### src/design/mult_config.svh
// sizes shared by the multiplier stages and the testbench; include wherever a width is needed.
`ifndef MULT_CONFIG_SVH
`define MULT_CONFIG_SVH

// width of each unsigned operand.
`define MULT_OPERAND_WIDTH 16

// full double-width result, so no product bit is lost.
`define MULT_PRODUCT_WIDTH (2 * `MULT_OPERAND_WIDTH)

// register stages from operands to product.
// partial products, carry-save tree, prefix adder.
`define MULT_PIPE_DEPTH 3

`endif

### src/design/mult_pkg.sv
// data types passed between the multiplier pipeline stages; imported by each stage.
`default_nettype none

`include "mult_config.svh"

package mult_pkg;

  // one unsigned operand.
  typedef logic [`MULT_OPERAND_WIDTH-1:0] operand_t;

  // a product, or any row already at product width.
  typedef logic [`MULT_PRODUCT_WIDTH-1:0] product_t;

  // one row per operand bit, each shifted to its weight.
  typedef product_t [`MULT_OPERAND_WIDTH-1:0] pp_array_t;

endpackage : mult_pkg

`default_nettype wire

### src/design/partial_product_gen.sv
// first multiplier stage: builds the AND array of shifted partial products and registers it.
`timescale 1ns/10ps
`default_nettype none

`include "mult_config.svh"

module partial_product_gen (
  input  logic                clk,
  input  logic                rst_n,
  input  logic                in_valid,
  input  mult_pkg::operand_t  x,
  input  mult_pkg::operand_t  y,
  output logic                pp_valid,
  output mult_pkg::pp_array_t pp_rows
);
  import mult_pkg::*;

  pp_array_t rows_next;

  // row i is y gated by x[i], moved up to weight 2**i.
  always_comb begin
    for (int i = 0; i < `MULT_OPERAND_WIDTH; i++) begin
      rows_next[i] = product_t'({`MULT_OPERAND_WIDTH{x[i]}} & y) << i;
    end
  end

  always_ff @(posedge clk or negedge rst_n) begin
    if (!rst_n) begin
      pp_valid <= 1'b0;
    end else begin
      pp_valid <= in_valid;
    end
  end

  // rows hold their value while no new pair arrives.
  always_ff @(posedge clk) begin
    if (in_valid) begin
      pp_rows <= rows_next;
    end
  end

  a_operands_known: assert property (@(posedge clk) disable iff (!rst_n)
    in_valid |-> !$isunknown({x, y}));

endmodule : partial_product_gen

`default_nettype wire

### src/design/csa_reduction_tree.sv
// second multiplier stage: carry-save tree that squeezes the partial products into two rows.
`timescale 1ns/10ps
`default_nettype none

`include "mult_config.svh"

module csa_reduction_tree (
  input  logic                clk,
  input  logic                rst_n,
  input  logic                pp_valid,
  input  mult_pkg::pp_array_t pp_rows,
  output logic                csa_valid,
  output mult_pkg::product_t  sum_row,
  output mult_pkg::product_t  carry_row
);
  import mult_pkg::*;

  localparam int W    = `MULT_PRODUCT_WIDTH;
  localparam int ROWS = `MULT_OPERAND_WIDTH;

  // each group of three rows becomes two, leftovers pass down.
  function automatic int rows_after(input int n);
    return (n / 3) * 2 + n % 3;
  endfunction

  function automatic int rows_at_level(input int lvl);
    int rows;
    rows = ROWS;
    for (int i = 0; i < lvl; i++) begin
      rows = rows_after(rows);
    end
    return rows;
  endfunction

  function automatic int tree_levels(input int n);
    int rows;
    int levels;
    rows = n;
    levels = 0;
    for (int i = 0; i < n; i++) begin
      if (rows > 2) begin
        rows = rows_after(rows);
        levels++;
      end
    end
    return levels;
  endfunction

  // 16 rows go 11, 8, 6, 4, 3, 2.
  localparam int LEVELS = tree_levels(ROWS);

  product_t tree [LEVELS+1][ROWS];

  for (genvar r = 0; r < ROWS; r++) begin : g_load
    assign tree[0][r] = pp_rows[r];
  end

  for (genvar l = 0; l < LEVELS; l++) begin : g_level
    localparam int N_IN   = rows_at_level(l);
    localparam int GROUPS = N_IN / 3;
    localparam int N_OUT  = rows_after(N_IN);

    // full adder per column, made of two half adders and an or.
    for (genvar k = 0; k < GROUPS; k++) begin : g_csa
      product_t ha_sum;
      product_t ha_carry;
      product_t fa_carry;

      assign ha_sum   = tree[l][3*k] ^ tree[l][3*k+1];
      assign ha_carry = tree[l][3*k] & tree[l][3*k+1];
      assign fa_carry = ha_carry | (ha_sum & tree[l][3*k+2]);

      assign tree[l+1][2*k]   = ha_sum ^ tree[l][3*k+2];
      // carries move one column up; bit 32 is always zero here.
      assign tree[l+1][2*k+1] = {fa_carry[W-2:0], 1'b0};
    end

    for (genvar k = 3 * GROUPS; k < N_IN; k++) begin : g_pass
      assign tree[l+1][k-GROUPS] = tree[l][k];
    end

    for (genvar k = N_OUT; k < ROWS; k++) begin : g_unused
      assign tree[l+1][k] = '0;
    end
  end

  always_ff @(posedge clk or negedge rst_n) begin
    if (!rst_n) begin
      csa_valid <= 1'b0;
    end else begin
      csa_valid <= pp_valid;
    end
  end

  // last level is a single compressor: sum in row 0, carry in row 1.
  always_ff @(posedge clk) begin
    if (pp_valid) begin
      sum_row   <= tree[LEVELS][0];
      carry_row <= tree[LEVELS][1];
    end
  end

  a_carry_lsb_zero: assert property (@(posedge clk) disable iff (!rst_n)
    csa_valid |-> !carry_row[0]);

endmodule : csa_reduction_tree

`default_nettype wire

### src/design/prefix_adder.sv
// third multiplier stage: parallel-prefix adder of the sum and carry rows, registers the product.
`timescale 1ns/10ps
`default_nettype none

`include "mult_config.svh"

module prefix_adder (
  input  logic               clk,
  input  logic               rst_n,
  input  logic               csa_valid,
  input  mult_pkg::product_t sum_row,
  input  mult_pkg::product_t carry_row,
  output logic               out_valid,
  output mult_pkg::product_t product
);
  import mult_pkg::*;

  localparam int W      = `MULT_PRODUCT_WIDTH;
  localparam int LEVELS = $clog2(W);

  // group generate and propagate after each prefix level.
  product_t gen  [LEVELS+1];
  product_t prop [LEVELS];
  product_t sum_next;
  logic     carry_out;

  assign gen[0]  = sum_row & carry_row;
  assign prop[0] = sum_row ^ carry_row;

  // kogge-stone style, span doubles every level.
  for (genvar l = 0; l < LEVELS; l++) begin : g_level
    localparam int D = 1 << l;

    for (genvar i = 0; i < W; i++) begin : g_bit
      if (i < D) begin : g_done
        // group already reaches bit 0.
        assign gen[l+1][i] = gen[l][i];
      end else if (i < 2 * D) begin : g_grey
        // grey cell, closes the group down to bit 0.
        assign gen[l+1][i] = gen[l][i] | (prop[l][i] & gen[l][i-D]);
      end else begin : g_black
        assign gen[l+1][i]  = gen[l][i] | (prop[l][i] & gen[l][i-D]);
        assign prop[l+1][i] = prop[l][i] & prop[l][i-D];
      end

      if (i < 2 * D && l < LEVELS - 1) begin : g_prop_hold
        assign prop[l+1][i] = prop[l][i];
      end
    end
  end

  // gen[LEVELS][i] is the carry out of bit i.
  assign sum_next  = prop[0] ^ {gen[LEVELS][W-2:0], 1'b0};
  assign carry_out = gen[LEVELS][W-1];

  always_ff @(posedge clk or negedge rst_n) begin
    if (!rst_n) begin
      out_valid <= 1'b0;
    end else begin
      out_valid <= csa_valid;
    end
  end

  always_ff @(posedge clk) begin
    if (csa_valid) begin
      product <= sum_next;
    end
  end

  // the two rows add up to the true product, which fits in W bits.
  a_no_carry_out: assert property (@(posedge clk) disable iff (!rst_n)
    csa_valid |-> !carry_out);

endmodule : prefix_adder

`default_nettype wire

### src/design/tree_multiplier.sv
// top of the three-stage unsigned tree multiplier; one operand pair per cycle, 3 cycles latency.
`timescale 1ns/10ps
`default_nettype none

`include "mult_config.svh"

module tree_multiplier (
  input  logic               clk,
  input  logic               rst_n,
  input  logic               in_valid,
  input  mult_pkg::operand_t x,
  input  mult_pkg::operand_t y,
  output logic               out_valid,
  output mult_pkg::product_t product
);
  import mult_pkg::*;

  logic      pp_valid;
  pp_array_t pp_rows;
  logic      csa_valid;
  product_t  sum_row;
  product_t  carry_row;

  partial_product_gen u_pp_gen (
    .clk      (clk),
    .rst_n    (rst_n),
    .in_valid (in_valid),
    .x        (x),
    .y        (y),
    .pp_valid (pp_valid),
    .pp_rows  (pp_rows)
  );

  csa_reduction_tree u_csa_tree (
    .clk       (clk),
    .rst_n     (rst_n),
    .pp_valid  (pp_valid),
    .pp_rows   (pp_rows),
    .csa_valid (csa_valid),
    .sum_row   (sum_row),
    .carry_row (carry_row)
  );

  prefix_adder u_prefix_add (
    .clk       (clk),
    .rst_n     (rst_n),
    .csa_valid (csa_valid),
    .sum_row   (sum_row),
    .carry_row (carry_row),
    .out_valid (out_valid),
    .product   (product)
  );

endmodule : tree_multiplier

`default_nettype wire

### config.mk
export PLATFORM = sky130hd
export DESIGN_NAME = tree_multiplier
export DESIGN_NICKNAME = d
export VERILOG_FILES = /design/src/design/mult_pkg.sv /design/src/design/partial_product_gen.sv /design/src/design/csa_reduction_tree.sv /design/src/design/prefix_adder.sv /design/src/design/tree_multiplier.sv
export VERILOG_INCLUDE_DIRS = /design/src /design/src/design
export SDC_FILE = /design/constraint.sdc
export NUM_CORES = 1
export LEC_CHECK = 0
export ABC_AREA = 1
export BUFFER_PORTS_ARGS = -buffer_cell sky130_fd_sc_hd__buf_2
export CAP_MARGIN = 10
export CORE_AREA = 3 3 247 249
export CTS_CLUSTER_SIZE = 30
export DETAILED_ROUTE_END_ITERATION = 7
export DIE_AREA = 0 0 250 252
export SYNTH_ARGS = -nofsm -noshare
export SYNTH_HDL_FRONTEND = slang
export SYNTH_HIERARCHICAL = 1
export SYNTH_SLANG_ARGS = --single-unit
### constraint.sdc
create_clock -name clk -period 8.65 [get_ports clk]
set_clock_uncertainty 0.05 [all_clocks]
set_input_delay 0.865 -clock clk [delete_from_list [all_inputs] [get_ports clk]]
set_output_delay 0.865 -clock clk [all_outputs]
set_load 0.05 [all_outputs]
After elaboration in Yosys (flattened, before gate mapping)
Cells that the tools add are included.
- bits in latches: 0
- memories: 0
- register bits after elaboration: 354
- logic and storage cells: 453
- RAM bits: 0
- bits in read-only memories: 0
- bitwise gates (word level): 431
- mux-type cells: 0
- equal/unequal tests: 0
- div/mod/pow operators: 0
- reduce and logical (&&, ||, !) cells: 0
- multiply operators: 0
- magnitude comparators: 0
- shift operators: 0
- add/sub/neg operators: 0
- operator list (operator ; count):
    32-bit bitwise XOR ; 19
    31-bit AND ; 19
    31-bit OR ; 14
    16-bit AND ; 16
    1-bit AND ; 218
    1-bit OR ; 124
    32-bit by 31-bit bitwise XOR with 32-bit output ; 1
    29-bit by 30-bit AND with 30-bit output ; 1
    29-bit by 30-bit bitwise XOR with 30-bit output ; 1
    28-bit by 29-bit AND with 29-bit output ; 1
    28-bit by 29-bit bitwise XOR with 29-bit output ; 1
    26-bit by 27-bit AND with 27-bit output ; 1
    26-bit by 27-bit bitwise XOR with 27-bit output ; 1
    25-bit by 26-bit AND with 26-bit output ; 1
    25-bit by 26-bit bitwise XOR with 26-bit output ; 1
    23-bit by 24-bit AND with 24-bit output ; 1
    23-bit by 24-bit bitwise XOR with 24-bit output ; 1
    22-bit by 23-bit AND with 23-bit output ; 1
    22-bit by 23-bit bitwise XOR with 23-bit output ; 1
    20-bit by 21-bit AND with 21-bit output ; 1
    20-bit by 21-bit bitwise XOR with 21-bit output ; 1
    19-bit by 20-bit AND with 20-bit output ; 1
    19-bit by 20-bit bitwise XOR with 20-bit output ; 1
    17-bit by 18-bit AND with 18-bit output ; 1
    other kinds (3) ; 3

Depth between registers and ports, before layout
- depth in word-level cells: 18
- gate-level depth with buffers: 24
- gate-level depth less buffers: 23

Cells and area by module
The synthesis kept the hierarchy.
- modules (own cells, without submodules) (module ; area each (um^2) ; instances ; sequential area each (um^2) ; cells each):
    csa_reduction_tree ; 13160.1 ; 1 ; 1886.8 ; 1196
    partial_product_gen ; 12254.3 ; 1 ; 7712.4 ; 1090
    prefix_adder ; 3364.5 ; 1 ; 985.9 ; 524

Worst setup path after synthesis
OpenSTA, ideal clock, no wires.
- path type: register to register
- from: register u_pp_gen/pp_rows[397] (netlist bit)
- to: register u_csa_tree.sum_row[13], data pin
- data required time: 8.331 ns
- setup time: 0.269 ns
- data arrival time: 3.507 ns
- cell stages (with the launch flop): 11
- slack: 4.824 ns
- cell sequence: edfxtp_1 -> fa_1 -> inv_1 -> fa_1 -> inv_1 -> fa_1 -> inv_1 -> fa_1 -> inv_1 -> fa_1 -> fa_1
- RTL lines (element ; RTL line ; text):
    start, declared ; partial_product_gen.sv:14 ; output mult_pkg::pp_array_t pp_rows
    start signal, assigned ; partial_product_gen.sv:38 ; pp_rows <= rows_next;
    end signal, assigned ; csa_reduction_tree.sv:98 ; sum_row <= tree[LEVELS][0];
    end, declared ; csa_reduction_tree.sv:13 ; output mult_pkg::product_t sum_row,

==> flow_metrics.env <==
export IMPL_outcome="completed"
export IMPL_ir_drop_v=0.000284
export IMPL_drive_gt1_frac=0.0640
export IMPL_clock_latency_ns=0.56
export IMPL_gp_congestion=0.803
export IMPL_postRouteAntennaNets=0
export IMPL_post_route_util=0.508
export IMPL_port_buffer_count=67
export IMPL_relSlewSlack=0.325
export IMPL_cts_tree="built"
export IMPL_synth_xor_area_frac=0.00822
export IMPL_tns_ns=0
export IMPL_synth_top_family_by_area="adder cells"
export IMPL_p_clk_frac=0.165
export IMPL_final_setup_viol_count=0
export IMPL_cts_htree_levels=2
export IMPL_synth_compound_area_share=0.00452
export IMPL_p_per_area_nw_per_um2=370
export IMPL_cp_max_fo=1
export IMPL_reg2reg_slack_ns=4.70
export IMPL_antenna_found_initial=0
export IMPL_cp_start_kind="flop"
export IMPL_synthTopCellsByCount="inv_1, nand2_1, fa_1"
export IMPL_r2r_end="u_csa_tree/sum_row[22]"
export IMPL_max_clock_freq_mhz=253
export IMPL_worst_pin_slew_ns=1.01
export IMPL_synth_fa_ha_area_frac=0.311
export IMPL_grt_max_degree=155
export IMPL_die_w_um=250
export IMPL_rr_worst_depth=10
export IMPL_cts_hold_buf=0
export IMPL_timing_final_max_slew_violations=0
export IMPL_cts_buffers=41
export IMPL_rsz0062_at_grt="false"
export IMPL_fin_crit_sh=0.456
export IMPL_p_int_mw=6.38
export IMPL_place_hpwl_um=40400
export IMPL_synth_edf_count=350
export IMPL_first_pass_iters=5
export IMPL_yosys_top_cells_area="edfxtp_1, fa_1, inv_1"
export IMPL_cts_root_buf="clkbuf_16"
export IMPL_p_comb_frac=0.568
export IMPL_synth_most_common_cell="inv_1"
export IMPL_cp_required_ns=8.89
export IMPL_dieHeight_um=252
export IMPL_drt_first_iter_violations=956
export IMPL_initial_core_util=0.489
export IMPL_hold_slack_ns=0.0643
export IMPL_post_cts_resized=0
export IMPL_wl_met2_um=25600
export IMPL_grt_use_total=0.177
export IMPL_grt_overflow_total=0
export IMPL_ys_seq_area_frac=0.368
export IMPL_synth_simple_gate_area_frac=0.0879
export IMPL_avgRoutedWirePerCell_um=14.3
export IMPL_routed_top_layer="met4"
export IMPL_ys_ff_latch=353
export IMPL_wl_met1_um=23200
export IMPL_fillers=5351
export IMPL_period_minus_slack_ns=3.95
export IMPL_die_area_sq_um=63000
export IMPL_vias=15600
export IMPL_hold_viol=0
export IMPL_switching_share=0.424
export IMPL_seqPwrFrac=0.266
export IMPL_cap_violations=0
export IMPL_ys_warnings_count=6
export IMPL_placed_cell_area_sq_um=28500
export IMPL_synthCells=2810
export IMPL_clock_sinks=353
export IMPL_critPathKind="flop to flop"
export IMPL_syn_area_per_cell_sq_um=10.2
export IMPL_yosysUniqueCellTypes=27
export IMPL_vias_per_cell=4.25
export IMPL_p_switching_mw=4.70
export IMPL_fin_area_sq_um=29900
export IMPL_critPathArrivalTime_ns=4.18
export IMPL_post_route_drc_count=0
export IMPL_wl_met3_um=2690
export IMPL_cts_buffer_depth=3
export IMPL_hold_path_class="primary input to async pin"
export IMPL_p_leak_nw=15.7
export IMPL_syn_area_sq_um=28800
export IMPL_end_kind="flop"
export IMPL_postCtsSetupBuffers=0
export IMPL_synth_top_area_frac=0.365
export IMPL_routed_wl_um=52500
export IMPL_synthFlopType="edfxtp_1"
export IMPL_nets=3354
export IMPL_io_pins=68
export IMPL_grt_pass1_vias=17400
export IMPL_path_clk_slew_ns=0.06
export IMPL_async_flop_share=0.00850
export IMPL_synthToLayoutAreaGrowth_pct=3.92
export IMPL_yosys_mux_area_fraction=0
export IMPL_num_rows=89
export IMPL_r2r_start="u_pp_gen/pp_rows[406]"
export IMPL_grt_pass1_wl_um=87700
export IMPL_design_core_area_sq_um=58900
export IMPL_netlist_top_cell_by_area="edfxtp_1"
## kinds of logic (layout without fill, tap and decap cells)
group                    Yosys count  count (layout)
AO/OA/AOI/OAI                     23              23
XOR/XNOR                          27              27
adder cells (fa/ha/maj)          462             462
buffers and inverters           1315            1138
flip-flops                       353             353
other                              2             259
AND/OR/NAND/NOR                  628             628
## layer usage
layer  track usage  up-vias
li1              -     7469
met1         0.241     7734
met2         0.304      301
met3        0.0260       73
met4        0.0437        0
met5             0        -
## cells in the final DEF (no fill, tap or decap), types with 2 or more instances in the layout
cell type   netlist  routed
a21oi_1          18      18
o21bai_1          2       2
ha_1             39      39
xnor2_1           7       7
clkbuf_16         0      43
buf_4           274       2
nor3_2            2       2
nand2_1         516     516
nand2_2          23      23
clkinv_2          0      10
fa_1            423     423
nor2_1           38      38
inv_2            10      10
inv_1           983     983
clkinv_1          0       3
nand3b_1          3       3
bufinv_16         0       7
xor2_1           20      20
conb_1            2     258
edfxtp_1        350     350
a21oi_2           2       2
clkbuf_1          0       5
nor2_2            6       6
dfrtp_1           3       2
nand3_1          28      28
nor3_1            3       3
buf_2             0      66
clkinvlp_4        0       5
nand4_1           4       4
nand3_2           4       4
## worst max-delay path: stages (launching register included)
cell	delay, ns
edfxtp_1	0.40
fa_1	0.54
inv_1	0.05
fa_1	0.52
inv_1	0.05
fa_1	0.49
inv_1	0.05
fa_1	0.54
inv_1	0.05
fa_1	0.51
fa_1	0.42
## flip-flops by register name (all words and copies together), names as in the netlist
register                cells
u_pp_gen/pp_valid           1
u_csa_tree/csa_valid        1
u_prefix_add/product       32
u_csa_tree/carry_row       30
u_prefix_add/out_valid      1
u_pp_gen/pp_rows          256
u_csa_tree/sum_row         32
## worst max path at each step
| stage | start | end | slack [ns] | cells after the start |
|---|---|---|---|---|
| floorplan | u_pp_gen/pp_rows[397] | u_csa_tree/sum_row[13] | 4.82 | 10 |
| global placement | u_pp_gen/pp_rows[406] | u_csa_tree/sum_row[22] | 4.76 | 10 |
| detailed placement | u_pp_gen/pp_rows[398] | u_csa_tree/sum_row[14] | 4.69 | 10 |
| CTS | u_pp_gen/pp_rows[407] | u_csa_tree/sum_row[23] | 4.68 | 10 |
| global route | u_pp_gen/pp_rows[403] | u_csa_tree/sum_row[19] | 4.56 | 10 |
| finish | u_pp_gen/pp_rows[406] | u_csa_tree/sum_row[22] | 4.70 | 10 |
## per-stage QoR
step	cells	total power, mW	setup slack [ns]
after floorplan	3066	7.62	4.82
after global placement	3587	9.06	4.76
after detailed placement	3587	9.25	4.69
after CTS	3662	11.1	4.68
after global routing	3662	12.3	4.56
final	3663	11.1	4.70
## final cells by class
type	instances	area [sq um]	share of cell area
antenna	1	2.50	0.0000837
clock buffer	48	1090	0.0366
clock inverter	27	327	0.0109
inverter	993	3730	0.125
multi-input combinational	1398	12800	0.429
sequential	353	10600	0.354
tap	773	967	0.0323
timing repair buffer	70	380	0.0127
## power by group through the flow
stage / clock [mW] / combinational [mW] / sequential [mW]
after floorplan: 0 / 4.40 / 3.23
after global placement: 0 / 6.08 / 2.98
after detailed placement: 0 / 6.26 / 2.99
after CTS: 1.88 / 6.29 / 2.96
after global routing: 1.95 / 7.41 / 2.99
final: 1.83 / 6.30 / 2.95
Note: power is estimated with default switching activity, not from simulation.
